## src/verilog/wm_consts.svh

```systemverilog
// Width and limit constants for the AXI4 write master
// Include wherever a bus, counter or burst limit is sized
`ifndef WM_CONSTS_SVH
`define WM_CONSTS_SVH

// Bus widths
`define WM_ADDR_W 32
`define WM_DATA_W 32
`define WM_STRB_W 4
`define WM_LOG_DW_BYTES 2

// Request size in bytes
`define WM_XFER_W 16

// Burst shape, 256 beats of 4 bytes
`define WM_BURST_LEN 256
`define WM_LOG_BURST_LEN 8
`define WM_BURST_BYTES 1024
`define WM_TXN_W 6

// Bursts allowed in flight without a B
`define WM_MAX_OUTSTANDING 4
`define WM_OUTST_W 3

`endif

```

## src/verilog/wm_pkg.sv

```systemverilog
// Shared types of the write master stages
// Compile before any stage that names these structs
package wm_pkg;

  `include "wm_consts.svh"

  // Request as captured on ctrl_start
  typedef struct packed {
    logic [`WM_ADDR_W-1:0]                  addr;       // Burst aligned
    logic [`WM_XFER_W-`WM_LOG_DW_BYTES-1:0] total_len;  // Beats minus one
    logic [`WM_LOG_DW_BYTES-1:0]            byte_rem;   // Bytes in last beat minus one
  } wm_cmd_t;

  // Burst plan seen by the three downstream stages
  typedef struct packed {
    logic [`WM_ADDR_W-1:0]        addr;
    logic [`WM_TXN_W-1:0]         num_txn;     // Bursts minus one
    logic [`WM_LOG_BURST_LEN-1:0] final_len;   // Last burst beats minus one
    logic [`WM_STRB_W-1:0]        final_strb;
    logic                         single;
  } wm_plan_t;

  // W channel payload
  typedef struct packed {
    logic [`WM_DATA_W-1:0] data;
    logic [`WM_STRB_W-1:0] strb;
    logic                  last;
  } wm_w_t;

  // AW channel payload
  typedef struct packed {
    logic [`WM_ADDR_W-1:0]        addr;
    logic [`WM_LOG_BURST_LEN-1:0] len;
  } wm_aw_t;

  typedef enum logic [1:0] {
    PH_IDLE,
    PH_LOAD,
    PH_RUN
  } wm_phase_e;

endpackage

```

## src/verilog/wm_addr_issue.sv

```systemverilog
// Issues one AW request for every burst whose data has started
// Addresses step by a full burst; the last burst gets the short length
`timescale 1ns/1ps
`include "wm_consts.svh"

module wm_addr_issue (
  input  logic             aclk,
  input  logic             areset,
  input  wm_pkg::wm_plan_t plan,
  input  logic             start,
  input  logic             first_beat_pulse,
  input  logic             room,
  output logic             m_axi_awvalid,
  input  logic             m_axi_awready,
  output wm_pkg::wm_aw_t   m_axi_aw,
  output logic             aw_fire
);

  // Bursts with data under way but no address yet
  logic [`WM_TXN_W:0]    pending;
  logic [`WM_TXN_W-1:0]  aw_left;
  logic [`WM_ADDR_W-1:0] addr;

  ////////////////////////////////////////
  // AW handshake
  ////////////////////////////////////////
  // room only falls on aw_fire, so a raised awvalid holds until taken
  assign m_axi_awvalid = (pending != '0) & room;
  assign aw_fire       = m_axi_awvalid & m_axi_awready;

  always_ff @(posedge aclk) begin
    if (areset) begin
      pending <= '0;
    end else begin
      case ({first_beat_pulse, aw_fire})
        2'b10:   pending <= pending + 1'b1;
        2'b01:   pending <= pending - 1'b1;
        default: pending <= pending;
      endcase
    end
  end

  ////////////////////////////////////////
  // Address and length
  ////////////////////////////////////////
  always_ff @(posedge aclk) begin
    if (start) begin
      addr <= plan.addr;
    end else if (aw_fire) begin
      addr <= addr + `WM_ADDR_W'(`WM_BURST_BYTES);
    end
  end

  // Address requests left, zero on the final burst
  always_ff @(posedge aclk) begin
    if (areset) begin
      aw_left <= '0;
    end else if (start) begin
      aw_left <= plan.num_txn;
    end else if (aw_fire) begin
      aw_left <= aw_left - 1'b1;
    end
  end

  assign m_axi_aw.addr = addr;
  assign m_axi_aw.len  = (aw_left == '0) ? plan.final_len :
                         `WM_LOG_BURST_LEN'(`WM_BURST_LEN - 1);

endmodule

```

## src/verilog/wm_cmd_setup.sv

```systemverilog
// Captures a write request and turns it into a burst plan
// start pulses once the plan is stable, two cycles after ctrl_start
`timescale 1ns/1ps
`include "wm_consts.svh"

module wm_cmd_setup (
  input  logic                  aclk,
  input  logic                  areset,
  input  logic                  ctrl_start,
  input  logic [`WM_ADDR_W-1:0] ctrl_addr_offset,
  input  logic [`WM_XFER_W-1:0] ctrl_xfer_size,
  output wm_pkg::wm_plan_t      plan,
  output logic                  start
);

  import wm_pkg::*;

  wm_cmd_t   cmd;
  wm_phase_e phase;
  logic      load_cmd;
  logic [`WM_XFER_W-`WM_LOG_DW_BYTES-1:0] size_beats;

  ////////////////////////////////////////
  // Request capture
  ////////////////////////////////////////
  // A new request is ignored only while the previous one is loading
  assign load_cmd   = ctrl_start & (phase != PH_LOAD);
  assign size_beats = ctrl_xfer_size[`WM_XFER_W-1:`WM_LOG_DW_BYTES];

  always_ff @(posedge aclk) begin
    if (load_cmd) begin
      // Drop the low bits so no burst straddles a 1 KB line
      cmd.addr      <= ctrl_addr_offset & ~(`WM_ADDR_W'(`WM_BURST_BYTES - 1));
      // Round up to whole beats, stored as length minus one
      cmd.total_len <= (ctrl_xfer_size[`WM_LOG_DW_BYTES-1:0] != '0) ?
                       size_beats : size_beats - 1'b1;
      // Zero remainder wraps to all ones, a full last beat
      cmd.byte_rem  <= ctrl_xfer_size[`WM_LOG_DW_BYTES-1:0] - 1'b1;
    end
  end

  ////////////////////////////////////////
  // Phase FSM
  ////////////////////////////////////////
  always_ff @(posedge aclk) begin
    if (areset) begin
      phase <= PH_IDLE;
      start <= 1'b0;
    end else begin
      start <= 1'b0;
      case (phase)
        PH_IDLE: begin
          if (load_cmd) begin
            phase <= PH_LOAD;
          end
        end
        PH_LOAD: begin
          // Command now stored, release the other stages
          phase <= PH_RUN;
          start <= 1'b1;
        end
        PH_RUN: begin
          if (load_cmd) begin
            phase <= PH_LOAD;
          end
        end
        default: phase <= PH_IDLE;
      endcase
    end
  end

  ////////////////////////////////////////
  // Burst plan
  ////////////////////////////////////////
  always_comb begin
    plan.addr      = cmd.addr;
    // Upper beat bits count whole bursts, lower bits the final one
    plan.num_txn   = cmd.total_len[`WM_LOG_BURST_LEN +: `WM_TXN_W];
    plan.final_len = cmd.total_len[`WM_LOG_BURST_LEN-1:0];
    plan.single    = (cmd.total_len[`WM_LOG_BURST_LEN +: `WM_TXN_W] == '0);
    // Keep bytes up to the remainder in the very last beat
    for (int i = 0; i < `WM_STRB_W; i++) begin
      plan.final_strb[i] = (i <= int'(cmd.byte_rem));
    end
  end

endmodule

```

## src/verilog/wm_data_beat.sv

```systemverilog
// Passes stream beats onto the AXI W channel while a transfer runs
// Produces WLAST per burst, the trimmed final strobe and a first-beat pulse
`timescale 1ns/1ps
`include "wm_consts.svh"

module wm_data_beat (
  input  logic                  aclk,
  input  logic                  areset,
  input  wm_pkg::wm_plan_t      plan,
  input  logic                  start,
  input  logic                  s_axis_tvalid,
  input  logic [`WM_DATA_W-1:0] s_axis_tdata,
  output logic                  s_axis_tready,
  output logic                  m_axi_wvalid,
  input  logic                  m_axi_wready,
  output wm_pkg::wm_w_t         m_axi_w,
  output logic                  first_beat_pulse
);

  logic                         running;
  logic                         wxfer;
  logic                         final_burst;
  logic                         almost_final;
  logic                         final_xfer;
  logic [`WM_LOG_BURST_LEN-1:0] beats_left;
  logic [`WM_TXN_W-1:0]         bursts_left;
  logic                         wfirst;
  logic                         first_seen;

  ////////////////////////////////////////
  // Stream to W pass-through
  ////////////////////////////////////////
  // Nothing moves until the size of the transfer is known
  assign m_axi_wvalid  = s_axis_tvalid & running;
  assign s_axis_tready = m_axi_wready & running;
  assign wxfer         = m_axi_wvalid & m_axi_wready;

  assign m_axi_w.data = s_axis_tdata;
  assign m_axi_w.last = (beats_left == '0);
  // Partial strobe only on the closing beat of the transfer
  assign m_axi_w.strb = (m_axi_w.last & final_burst) ? plan.final_strb : '1;

  assign final_burst  = (bursts_left == '0);
  assign almost_final = (bursts_left == `WM_TXN_W'(1));
  assign final_xfer   = wxfer & m_axi_w.last & final_burst;

  always_ff @(posedge aclk) begin
    if (areset) begin
      running <= 1'b0;
    end else if (start) begin
      running <= 1'b1;
    end else if (final_xfer) begin
      running <= 1'b0;
    end
  end

  ////////////////////////////////////////
  // Beat and burst counters
  ////////////////////////////////////////
  // Beats left in the current burst, zero means WLAST
  always_ff @(posedge aclk) begin
    if (areset) begin
      beats_left <= '1;
    end else if (start) begin
      beats_left <= plan.single ? plan.final_len : '1;
    end else if (wxfer) begin
      if (m_axi_w.last & almost_final) begin
        // Next burst is the short one
        beats_left <= plan.final_len;
      end else begin
        // Wraps to a full burst after WLAST
        beats_left <= beats_left - 1'b1;
      end
    end
  end

  // Bursts still to close, zero on the final burst
  always_ff @(posedge aclk) begin
    if (areset) begin
      bursts_left <= '0;
    end else if (start) begin
      bursts_left <= plan.num_txn;
    end else if (wxfer & m_axi_w.last) begin
      bursts_left <= bursts_left - 1'b1;
    end
  end

  ////////////////////////////////////////
  // First beat of each burst
  ////////////////////////////////////////
  always_ff @(posedge aclk) begin
    if (areset) begin
      wfirst           <= 1'b1;
      first_seen       <= 1'b0;
      first_beat_pulse <= 1'b0;
    end else begin
      // Beat after WLAST opens a new burst, also for 1-beat bursts
      if (wxfer) begin
        wfirst <= m_axi_w.last;
      end
      if (wxfer) begin
        first_seen <= 1'b0;
      end else if (m_axi_wvalid & wfirst) begin
        first_seen <= 1'b1;
      end
      // One pulse per burst even if the first beat stalls
      first_beat_pulse <= m_axi_wvalid & wfirst & ~first_seen;
    end
  end

endmodule

```

## src/verilog/wm_resp_track.sv

```systemverilog
// Accepts B responses, caps bursts in flight and signals completion
// ctrl_done pulses the cycle after the final B handshake
`timescale 1ns/1ps
`include "wm_consts.svh"

module wm_resp_track (
  input  logic             aclk,
  input  logic             areset,
  input  wm_pkg::wm_plan_t plan,
  input  logic             start,
  input  logic             aw_fire,
  input  logic             m_axi_bvalid,
  output logic             m_axi_bready,
  output logic             room,
  output logic             ctrl_done
);

  logic                   bfire;
  logic [`WM_OUTST_W-1:0] vacancy;
  logic [`WM_TXN_W-1:0]   b_left;

  // Responses are never back-pressured
  assign m_axi_bready = 1'b1;
  assign bfire        = m_axi_bvalid & m_axi_bready;

  ////////////////////////////////////////
  // Outstanding limit
  ////////////////////////////////////////
  // Free slots for bursts awaiting B
  always_ff @(posedge aclk) begin
    if (areset) begin
      vacancy <= `WM_OUTST_W'(`WM_MAX_OUTSTANDING);
    end else begin
      case ({aw_fire, bfire})
        2'b10:   vacancy <= vacancy - 1'b1;
        2'b01:   vacancy <= vacancy + 1'b1;
        default: vacancy <= vacancy;
      endcase
    end
  end

  assign room = (vacancy != '0);

  ////////////////////////////////////////
  // Completion
  ////////////////////////////////////////
  always_ff @(posedge aclk) begin
    if (areset) begin
      b_left    <= '0;
      ctrl_done <= 1'b0;
    end else begin
      if (start) begin
        b_left <= plan.num_txn;
      end else if (bfire) begin
        b_left <= b_left - 1'b1;
      end
      // Zero count means this B closes the last burst
      ctrl_done <= bfire & (b_left == '0);
    end
  end

endmodule

```

## src/verilog/wm_write_master.sv

```systemverilog
// AXI4 write master fed by an AXI4-Stream, top level of the design
// Load address and size with ctrl_start, wait for the ctrl_done pulse
`timescale 1ns/1ps
`include "wm_consts.svh"

module wm_write_master (
  input  logic                  aclk,
  input  logic                  areset,
  // Control
  input  logic                  ctrl_start,
  input  logic [`WM_ADDR_W-1:0] ctrl_addr_offset,
  input  logic [`WM_XFER_W-1:0] ctrl_xfer_size,
  output logic                  ctrl_done,
  // Stream in
  input  logic                  s_axis_tvalid,
  output logic                  s_axis_tready,
  input  logic [`WM_DATA_W-1:0] s_axis_tdata,
  // AXI write address
  output logic                  m_axi_awvalid,
  input  logic                  m_axi_awready,
  output wm_pkg::wm_aw_t        m_axi_aw,
  // AXI write data
  output logic                  m_axi_wvalid,
  input  logic                  m_axi_wready,
  output wm_pkg::wm_w_t         m_axi_w,
  // AXI write response
  input  logic                  m_axi_bvalid,
  output logic                  m_axi_bready
);

  import wm_pkg::*;

  wm_plan_t plan;
  logic     start;
  logic     first_beat_pulse;
  logic     aw_fire;
  logic     room;

  ////////////////////////////////////////
  // Stages
  ////////////////////////////////////////
  wm_cmd_setup u_cmd_setup (
    .aclk             (aclk),
    .areset           (areset),
    .ctrl_start       (ctrl_start),
    .ctrl_addr_offset (ctrl_addr_offset),
    .ctrl_xfer_size   (ctrl_xfer_size),
    .plan             (plan),
    .start            (start)
  );

  wm_data_beat u_data_beat (
    .aclk             (aclk),
    .areset           (areset),
    .plan             (plan),
    .start            (start),
    .s_axis_tvalid    (s_axis_tvalid),
    .s_axis_tdata     (s_axis_tdata),
    .s_axis_tready    (s_axis_tready),
    .m_axi_wvalid     (m_axi_wvalid),
    .m_axi_wready     (m_axi_wready),
    .m_axi_w          (m_axi_w),
    .first_beat_pulse (first_beat_pulse)
  );

  // Address follows data, throttled by the response tracker
  wm_addr_issue u_addr_issue (
    .aclk             (aclk),
    .areset           (areset),
    .plan             (plan),
    .start            (start),
    .first_beat_pulse (first_beat_pulse),
    .room             (room),
    .m_axi_awvalid    (m_axi_awvalid),
    .m_axi_awready    (m_axi_awready),
    .m_axi_aw         (m_axi_aw),
    .aw_fire          (aw_fire)
  );

  wm_resp_track u_resp_track (
    .aclk         (aclk),
    .areset       (areset),
    .plan         (plan),
    .start        (start),
    .aw_fire      (aw_fire),
    .m_axi_bvalid (m_axi_bvalid),
    .m_axi_bready (m_axi_bready),
    .room         (room),
    .ctrl_done    (ctrl_done)
  );

endmodule
```

## config.mk

```make
export PLATFORM = sky130hd
export DESIGN_NAME = wm_write_master
export DESIGN_NICKNAME = d
export VERILOG_FILES = /design/src/verilog/wm_pkg.sv /design/src/verilog/wm_addr_issue.sv /design/src/verilog/wm_cmd_setup.sv /design/src/verilog/wm_data_beat.sv /design/src/verilog/wm_resp_track.sv /design/src/verilog/wm_write_master.sv
export VERILOG_INCLUDE_DIRS = /design/src /design/src/verilog
export SDC_FILE = /design/constraint.sdc
export NUM_CORES = 1
export LEC_CHECK = 0
export ABC_AREA = 1
export BUFFER_PORTS_ARGS = -buffer_cell sky130_fd_sc_hd__buf_2
export CORE_MARGIN = 2
export CORE_UTILIZATION = 35
export CTS_CLUSTER_DIAMETER = 150
export DETAILED_ROUTE_END_ITERATION = 6
export MAX_ROUTING_LAYER = met4
export PLACE_DENSITY = 0.67
export SLEW_MARGIN = 30
export SYNTH_ARGS = -nofsm -noshare
export SYNTH_HDL_FRONTEND = slang
export SYNTH_SLANG_ARGS = --single-unit
export TNS_END_PERCENT = 1
```

## constraint.sdc

```tcl
create_clock -name aclk -period 3.4 [get_ports aclk]
set_input_delay 0.17 -clock aclk [delete_from_list [all_inputs] [get_ports aclk]]
set_output_delay 0.17 -clock aclk [all_outputs]
set_load 0.01 [all_outputs]
```

==> flow_summary.json, run 1 <==
{
  "power_density_nw_per_um2": 684,
  "synth.avg_cell_area_um2": 7.99,
  "grtUsageTotal_pct": 14.7,
  "maxSlewViolCount": 0,
  "hold_path.class": "input port to register",
  "post-route-drc-count": 0,
  "skew_ns": 0.00657,
  "worst_slew_pin_slew_ns": 0.735,
  "cp-endpoint": "u_addr_issue.pending[4]",
  "synth_seq_cells": 104,
  "comb_power_share_pct": 37.4,
  "grt_max_degree": 49,
  "numCtsBuffers": 9,
  "fin_crit_sh_pct": 71.0,
  "setup_viol": 0,
  "syn_area_um2": 6120,
  "stdcell_count": 1066,
  "rr_endpoint": "u_addr_issue.pending[4]",
  "layout_common_cells": "175 x nand2_1, 89 x inv_1, 82 x buf_2",
  "routed_wl_um": 13100,
  "power.share.clock_pct": 22.2,
  "crit_fanout": 9,
  "clock.fmax_ghz": 0.414,
  "synth.top_cell.area_share_pct": 29.5,
  "worst_slack_ns": 0.987,
  "die_area_um2": 18600,
  "rows": 48,
  "mostFrequentLayoutCell": "nand2_1",
  "ys_warn_count": 0,
  "min_period_ns": 2.41,
  "clock_latency_ns": 0.35,
  "cts-root-buf": "clkbuf_16",
  "hold_ws_ns": 0.0213,
  "synth.distinct_cells": 43,
  "drive_gt1_share_pct": 16.6,
  "cp-startpoint": "u_addr_issue.pending[0]",
  "path_clk_slew_ns": 0.07,
  "pin_count": 169,
  "post_drt_wl_per_cell_um": 12.3,
  "p_int_mw": 2.94,
  "power_mw": 4.79,
  "grt_pass1_wl_um": 20800,
  "async_reset_ff_share_pct": 0,
  "antennaDiodeCount": 0,
  "synth_edf_count": 60,
  "synthToLayoutAreaGrowth_pct": 14.5,
  "place_hpwl_um": 9440,
  "pre_cts_ws_ns": 0.978,
  "p_leak_nw": 3.12,
  "viasPerCell": 4.65,
  "placed_cells": 1029,
  "fin_tns_setup_ns": 0,
  "r2r_slack_ns": 0.99,
  "r2r_start": "u_addr_issue.pending[0]",
  "yosysSeqAreaShare_pct": 43.9,
  "antenna_found_initial": 0,
  "dieWidth_um": 136,
  "first_global_vias": 4407,
  "dr.pass1.iters": 5,
  "cts.path.max_buffers": 2,
  "rsz0062_at_grt": "false",
  "drt_iter0_markers": 266,
  "postRouteAntennaNets": 0,
  "fill_cells": 1758,
  "yosysTopAreaCell": "edfxtp_1",
  "ir_worst_vdd_mv": 0.275,
  "gp_congestion": 0.876,
  "worstPathRequired_ns": 3.65,
  "grtUsageMet3_pct": 2.20,
  "core-area_um2": 17200,
  "reg2regPathDepth": 16,
  "outcome": "finished clean",
  "die_h_um": 136,
  "p_sw_share_pct": 38.5,
  "drv_cap": 0,
  "cp-start-kind": "register",
  "seqPwrFrac_pct": 40.4,
  "hold_viol": 0,
  "p_sw_mw": 1.84,
  "io_buffers": 82,
  "grt_use_met1_pct": 18.2,
  "vias": 4953,
  "relSlewSlack_pct": 50.9,
  "ctsResizeCount": 0,
  "start_util_pct": 35.6,
  "crit_arrival_ns": 2.66,
  "clock-sinks": 104,
  "htreeDepth": 3,
  "nets": 940,
  "ys.flop_type": "edfxtp_1",
  "cts_tree": "built",
  "synth.area.top_cells": "edfxtp_1 29%, dfxtp_1 14%, nand2_1 11%, buf_4 5.5%, inv_1 5.5%",
  "worstSetupPathType": "register to register",
  "use_met2_pct": 23.7,
  "top_usage_layer": "met2",
  "endpoint_kind": "register",
  "grt-ovfl-total": 0,
  "syn-instance-count": 766
}
-- power by group through the flow --
| stage | clock network (mW) | logic (mW) | registers (mW) |
|---|---|---|---|
| 6_report | 1.06 | 1.79 | 1.94 |
| 5_1_grt | 1.14 | 2.06 | 1.98 |
| 4_1_cts | 1.10 | 1.81 | 1.94 |
| 3_5_place_dp | 0 | 1.78 | 1.96 |
| 3_3_place_gp | 0 | 1.75 | 1.96 |
| 2_1_floorplan | 0 | 1.29 | 1.95 |
-- flip-flops by register name (all words and copies together), names as in the netlist, 2 cells and up --
signal and flops:
u_cmd_setup.phase 2, u_data_beat.beats_left 8, u_addr_issue.aw_left 6, u_cmd_setup.cmd 2, u_data_beat.bursts_left 6, u_resp_track.b_left 6
u_addr_issue.pending 7, u_addr_issue.addr 22, u_resp_track.vacancy 3, u_cmd_setup.plan 36
-- kinds of logic (layout without fill, tap and decap cells) --
family                   count (synthesis)  in the layout  synth area share [%]
adder cells (fa/ha/maj)                 17             17                  3.72
AO/OA/AOI/OAI                          114            114                  9.72
flip-flops                             104            104                  43.9
buffers and inverters                  155            220                  12.4
other                                    2             12                 0.123
XOR/XNOR                                29             29                  4.15
AND/OR/NAND/NOR                        345            345                  26.1
-- metal layers --
| metal | vias to the layer above | share of wire [%] |
|---|---|---|
| met1 | 2230 | 45 |
| met5 | - | 0 |
| met2 | 119 | 47 |
| li1 | 2584 | - |
| met4 | 0 | 2.2 |
| met3 | 20 | 5.2 |
-- final cells by class --
cell class | instances | area [µm²] | share of cell area (%)
Clock inverter | 7 | 77.6 | 1.11
Tap cell | 225 | 282 | 4.02
Inverter | 98 | 368 | 5.25
Timing Repair Buffer | 106 | 643 | 9.18
Multi-Input combinational cell | 517 | 2730 | 38.9
Sequential cell | 104 | 2680 | 38.3
Clock buffer | 9 | 225 | 3.22
-- worst max-delay path, cell delays in order, from the launching register on --
cell and delay [ns]:
dfxtp_1 0.41, inv_2 0.07, nand2_1 0.06, nor2_1 0.04
nand2_1 0.10, nand3_4 0.15, inv_1 0.09, ha_1 0.33
inv_1 0.09, fa_1 0.40, inv_1 0.07, nand2_1 0.04
nand2_1 0.08, nand2_1 0.07, xnor2_1 0.12, o21ai_0 0.14
inv_1 0.05
-- synth_stat cells (7+ instances only) --
| master | n |
|---|---|
| nand3_1 | 47 |
| nor2_1 | 67 |
| dfxtp_1 | 44 |
| xor2_1 | 18 |
| edfxtp_1 | 60 |
| nand4_1 | 13 |
| inv_2 | 8 |
| o21ai_1 | 11 |
| inv_1 | 89 |
| nor3_1 | 7 |
| o21ai_0 | 49 |
| a21oi_1 | 45 |
| xnor2_1 | 11 |
| ha_1 | 15 |
| buf_4 | 45 |
| nand2_1 | 175 |
| nand2_2 | 7 |
-- worst min-delay path by stage --
stage | from | end | cells past startpoint
final | ctrl_addr_offset[13] | u_cmd_setup.plan[32] | 1
after global routing | ctrl_addr_offset[13] | u_cmd_setup.plan[32] | 1
after CTS | ctrl_addr_offset[13] | u_cmd_setup.plan[32] | 1
after detailed placement | s_axis_tdata[7] | m_axi_w[12] | 0
after global placement | s_axis_tdata[7] | m_axi_w[12] | 0
after floorplan | ctrl_addr_offset[10] | u_cmd_setup.plan[29] | 0
-- stage by stage --
step | utilization [%] | area, µm²
after floorplan | - | 6150
after global placement | 37.8 | 6490
after detailed placement | 37.8 | 6490
after CTS | 40.8 | 7000
after global routing | 40.8 | 7000
final | 40.8 | 7000
-- repair_timing --
action,CTS,global route
endpoints found under the hold margin,21,0
hold buffers,21,0
buffers inserted,0,0
(Power assumes the default switching activity.)
==> run 2: changes to the inputs <==
==> constraint.sdc (replaced) <==
create_clock -name aclk -period 2.45 [get_ports aclk]
set_input_delay 0.1225 -clock aclk [delete_from_list [all_inputs] [get_ports aclk]]
set_output_delay 0.1225 -clock aclk [all_outputs]
set_load 0.01 [all_outputs]
==> flow_summary.json, run 2 (synthesis gave the netlist of run 1 again) <==
{
  "outcome": "finished clean",
  "rows": 48,
  "min_period_ns": 2.18,
  "slowest_stage": "dfxtp_1",
  "drive_gt1_share_pct": 17.3,
  "antennaDiodeCount": 0,
  "grt-ovfl-total": 0,
  "postRouteAntennaNets": 0,
  "grt_max_degree": 40,
  "io_buffers": 82,
  "ff_latch_area_um2": 2680,
  "grt_pass1_wl_um": 22100,
  "cts-root-buf": "clkbuf_16",
  "place_hpwl_um": 9650,
  "drt_iter0_markers": 370,
  "fin_crit_sh_pct": 89.1,
  "post_cts.repair.setup_buffers": 0,
  "placed_area_um2": 6510,
  "mostFrequentLayoutCell": "nand2_1",
  "cp-startpoint": "u_addr_issue.pending[1]",
  "p_sw_share_pct": 39.4,
  "nets": 944,
  "grtUsageMet3_pct": 3.28,
  "use_met2_pct": 24.9,
  "cts.path.max_buffers": 2,
  "drv_cap": 0,
  "maxSlewViolCount": 0,
  "gp_congestion": 0.880,
  "dr.pass1.iters": 5,
  "dieWidth_um": 136,
  "power_density_nw_per_um2": 949,
  "pin_count": 169,
  "antenna_found_initial": 0,
  "r2r_start": "u_addr_issue.pending[1]",
  "clock_latency_ns": 0.36,
  "cpPeakStageDelay_ns": 0.33,
  "min_from": "ctrl_xfer_size[14]",
  "clock-sinks": 104,
  "grt_use_met1_pct": 19.5,
  "die_h_um": 136,
  "crit_path_frequent_cell": "nand2_1",
  "fin_tns_setup_ns": 0,
  "grtUsageTotal_pct": 15.6,
  "largest_reg_flops": 36,
  "numCtsBuffers": 9,
  "seqPwrFrac_pct": 40.4,
  "cp-start-kind": "register",
  "comb_power_share_pct": 38.2,
  "multi_input_area_um2": 2730,
  "endpoint_kind": "register",
  "hold_path.class": "input port to register",
  "crit_arrival_ns": 2.40,
  "top_usage_layer": "met2",
  "viasPerCell": 4.67,
  "ir_worst_vdd_mv": 0.360,
  "hold_ws_ns": 0.0487,
  "synthToLayoutAreaGrowth_pct": 14.8,
  "hold_viol": 0,
  "crit_fanout": 7,
  "worstSetupPathType": "register to register",
  "worst_slew_pin_slew_ns": 0.565,
  "routed_wl_um": 13500,
  "rsz0062_at_grt": "false",
  "clock.fmax_ghz": 0.458,
  "start_util_pct": 35.6,
  "fill_cells": 1781,
  "post_drt_wl_per_cell_um": 12.6,
  "first_global_vias": 4681,
  "p_leak_nw": 3.14,
  "path_clk_slew_ns": 0.08,
  "relSlewSlack_pct": 62.3,
  "htreeDepth": 3,
  "cts_tree": "built",
  "p_int_mw": 4.04,
  "setup_viol": 0,
  "power.share.clock_pct": 21.3,
  "skew_ns": 0.0101,
  "layout_common_cells": "175 x nand2_1, 89 x inv_1, 82 x buf_2",
  "die_area_um2": 18600,
  "worstPathRequired_ns": 2.67,
  "p_sw_mw": 2.63,
  "final_cell_area_um2": 7030,
  "crit_chain": "inv_1 > nand2_1 > nor2_1 > nand2_1 > nand3_4 > inv_1 > ha_2 > ha_1 > or2_2 > nand3_1 > nand2_1 > nand2_1 > nand2_1 > nand2_1 > a21oi_1",
  "post-route-drc-count": 0,
  "vias": 5002,
  "core-area_um2": 17200
}
[run 2: cell count changes in the layout (fill, tap and decap cells not counted), sizes merged]
cell	previous run	this run
bufinv	1	0
dlygate4sd3	21	22
buf	85	88
inv	100	101
clkinvlp	2	0
clkinv	2	4
[run 2: area by class of cell]
| class | instances | area share (%) |
|---|---|---|
| multi-input combinational | 517 | 38.8 |
| sequential | 104 | 38.2 |
| timing repair buffer | 110 | 9.62 |
| inverter | 98 | 5.24 |
| tap | 225 | 4.01 |
| clock buffer | 9 | 3.21 |
| clock inverter | 7 | 0.890 |
[run 2: power groups by stage]
stage | Sequential, mW | Combinational [mW] | Clock, mW
floorplan | 2.71 | 1.79 | 0
detailed placement | 2.73 | 2.53 | 0
CTS | 2.69 | 2.57 | 1.47
global placement | 2.73 | 2.48 | 0
finish | 2.70 | 2.55 | 1.42
global route | 2.77 | 2.93 | 1.53
[run 2: final timing paths]
path / end / slack, ns / depth (start not counted)
setup / recovery: u_addr_issue.pending[6] / 0.27 / 15
hold / removal: u_cmd_setup.plan[17] / 0.05 / 3
setup reg to reg: u_addr_issue.pending[6] / 0.27 / 15
hold reg to reg: u_data_beat.first_beat_pulse / 0.42 / 1
[run 2: repair_timing]
action | 4_1_cts | 5_1_grt
endpoints found under the hold margin | 22 | 0
resized for setup | 0 | 2
hold buffers | 22 | 0
setup endpoints to repair | 0 | 2
[run 2: worst max-delay path: cells and delay by family (launching register included)]
family                     cells  cell delay, ns
AOI/OAI and AO/OA              1            0.05
DFF                            1            0.33
adders and majority gates      2            0.55
buffers and inverters          2            0.13
and+or+nand+nor               10            0.97
[run 2: metrics by stage]
stage	std cells	worst slack, ns	total power [mW]	util [%]
finish	1070	0.268	6.67	40.9
global route	1070	0.0111	7.24	40.9
CTS	1070	0.153	6.73	40.9
detailed placement	1032	0.178	5.26	37.9
global placement	1032	0.214	5.21	37.9
floorplan	776	0.316	4.49	-
[run 2: layer usage]
| metal | share of wire (%) | vias up |
|---|---|---|
| li1 | - | 2583 |
| met5 | 0 | - |
| met3 | 6.5 | 17 |
| met4 | 1.6 | 0 |
| met1 | 45 | 2266 |
| met2 | 47 | 136 |
==> run 3: changes to the inputs <==
==> constraint.sdc (replaced) <==
create_clock -name aclk -period 2.6 [get_ports aclk]
set_input_delay 0.13 -clock aclk [delete_from_list [all_inputs] [get_ports aclk]]
set_output_delay 0.13 -clock aclk [all_outputs]
set_load 0.01 [all_outputs]
==> flow_summary.json, run 3 (synthesis gave the netlist of run 1 again) <==
{
  "outcome": "finished clean",
  "first_global_vias": 4519,
  "numCtsBuffers": 9,
  "worst_slew_pin_slew_ns": 0.616,
  "r2r_slack_ns": 0.30,
  "layout_common_cells": "175 x nand2_1, 89 x inv_1, 82 x buf_2",
  "dr.pass1.iters": 5,
  "p_leak_nw": 3.13,
  "viasPerCell": 4.71,
  "largest_reg_flops": 36,
  "cpPeakStageDelay_ns": 0.41,
  "cts-root-buf": "clkbuf_16",
  "relSlewSlack_pct": 58.8,
  "crit_arrival_ns": 2.59,
  "maxSlewViolCount": 0,
  "crit_path_frequent_cell": "nand2_1",
  "cp-endpoint": "u_addr_issue.pending[6]",
  "start_util_pct": 35.6,
  "setup_viol": 0,
  "multi_input_area_um2": 2730,
  "crit_chain": "inv_2 > nand2_1 > nor2_1 > nand2_1 > nand3_4 > inv_1 > ha_1 > inv_1 > fa_1 > inv_1 > nand2_1 > nand2_1 > nand3_1 > nand2_1 > nand2_1 > nand2_1 > nand2_1 > a21oi_1",
  "fin_tns_setup_ns": 0,
  "cts_tree": "built",
  "grtUsageMet3_pct": 2.95,
  "grt_use_met1_pct": 19.0,
  "min_period_ns": 2.30,
  "cp-start-kind": "register",
  "post-route-drc-count": 0,
  "pin_count": 169,
  "crit_family": "simple AND/OR/NAND/NOR gates",
  "reg2regPathDepth": 18,
  "final_core_util_pct": 40.8,
  "gp_congestion": 0.859,
  "htreeDepth": 3,
  "mostFrequentLayoutCell": "nand2_1",
  "fill_cells": 1769,
  "rsz0062_at_grt": "false",
  "rows": 48,
  "placed_area_um2": 6500,
  "cp.depth": 18,
  "drive_gt1_share_pct": 16.8,
  "power_mw": 6.25,
  "grt_max_degree": 49,
  "ff_latch_area_um2": 2680,
  "grtUsageTotal_pct": 14.8,
  "top_usage_layer": "met2",
  "cp-startpoint": "u_addr_issue.pending[0]",
  "grt_pass1_wl_um": 21100,
  "final_cell_area_um2": 7010,
  "clock-sinks": 104,
  "post_cts.repair.setup_buffers": 0,
  "clock.fmax_ghz": 0.434,
  "hold_viol": 0,
  "crit_fanout": 9,
  "cts.path.max_buffers": 2,
  "rr_endpoint": "u_addr_issue.pending[6]",
  "dieWidth_um": 136,
  "ctsResizeCount": 0,
  "endpoint_kind": "register",
  "routed_wl_um": 13300,
  "r2r_start": "u_addr_issue.pending[0]",
  "clock_latency_ns": 0.35,
  "antennaDiodeCount": 0,
  "nets": 942,
  "drv_cap": 0,
  "die_area_um2": 18600,
  "path_clk_slew_ns": 0.08,
  "die_h_um": 136,
  "antenna_found_initial": 0,
  "worstSetupPathType": "register to register",
  "place_hpwl_um": 9520,
  "ir_worst_vdd_mv": 0.379,
  "post_drt_wl_per_cell_um": 12.4,
  "synthToLayoutAreaGrowth_pct": 14.6,
  "fin_crit_sh_pct": 88.6,
  "io_buffers": 82,
  "worstPathRequired_ns": 2.89,
  "use_met2_pct": 23.1,
  "power_density_nw_per_um2": 892,
  "hold_ws_ns": 0.0471,
  "skew_ns": 0.00830,
  "slowest_stage": "fa_1",
  "hold_path.class": "input port to register",
  "vias": 5028,
  "postRouteAntennaNets": 0,
  "grt-ovfl-total": 0,
  "core-area_um2": 17200,
  "drt_iter0_markers": 353,
  "crit_buf_inv": 4
}
-- run 3: cell types whose count changed in the layout (fill, tap and decap cells not counted), sizes merged --
cell and change:
buf -2, clkinvlp +1, inv -1, clkbuf +1, clkinv -1
-- run 3: area by class of cell --
| cell class | count | area share, % |
|---|---|---|
| clock buffers | 10 | 3.41 |
| clock inverters | 6 | 0.714 |
| inverters | 98 | 5.25 |
| multi-input cells | 517 | 38.9 |
| flip-flops and latches | 104 | 38.3 |
| well taps | 225 | 4.02 |
| repair buffers | 108 | 9.43 |
-- run 3: repair_timing --
item,CTS,global route
hold buffers,22,0
hold endpoints to repair,22,0
setup endpoints to repair,0,0
-- run 3: worst reg2reg max path: stages, from the launching register on --
cell     delay (ns)
dfxtp_1        0.40
inv_2          0.07
nand2_1        0.06
nor2_1         0.04
nand2_1        0.10
nand3_4        0.15
inv_1          0.09
ha_1           0.23
inv_1          0.08
fa_1           0.41
inv_1          0.07
nand2_1        0.05
nand2_1        0.07
nand3_1        0.10
nand2_1        0.07
nand2_1        0.04
nand2_1        0.05
nand2_1        0.04
a21oi_1        0.11
-- run 3: layer usage --
metal,vias up,share of wire [%]
met5,-,0
met4,0,1.7
met3,17,5.5
met2,147,46
met1,2277,47
li1,2587,-
-- run 3: report_power, final --
group	internal [mW]	leakage, nW	switching (mW)	total [mW]
Clock	0.691	0.141	0.659	1.35
Sequential	2.19	0.941	0.350	2.54
Combinational	0.917	2.04	1.44	2.36
-- run 3: stage by stage --
step | setup WS, ns | std cells
after global placement | 0.359 | 1030
after detailed placement | 0.270 | 1030
final | 0.297 | 1068
after CTS | 0.269 | 1068
after global routing | 0.0365 | 1068
after floorplan | 0.466 | 776
-- run 3: worst min path at each step --
stage | startpoint | endpoint | slack [ns] | cells past startpoint
2_1_floorplan | ctrl_addr_offset[10] | u_cmd_setup.plan[29] | 0.23 | 0
3_3_place_gp | s_axis_tdata[8] | m_axi_w[13] | 0.26 | 0
3_5_place_dp | s_axis_tdata[8] | m_axi_w[13] | 0.26 | 0
4_1_cts | ctrl_xfer_size[14] | u_cmd_setup.plan[17] | 0.04 | 3
5_1_grt | ctrl_xfer_size[0] | u_cmd_setup.cmd[0] | 0.05 | 2
6_report | ctrl_xfer_size[14] | u_cmd_setup.plan[17] | 0.05 | 3
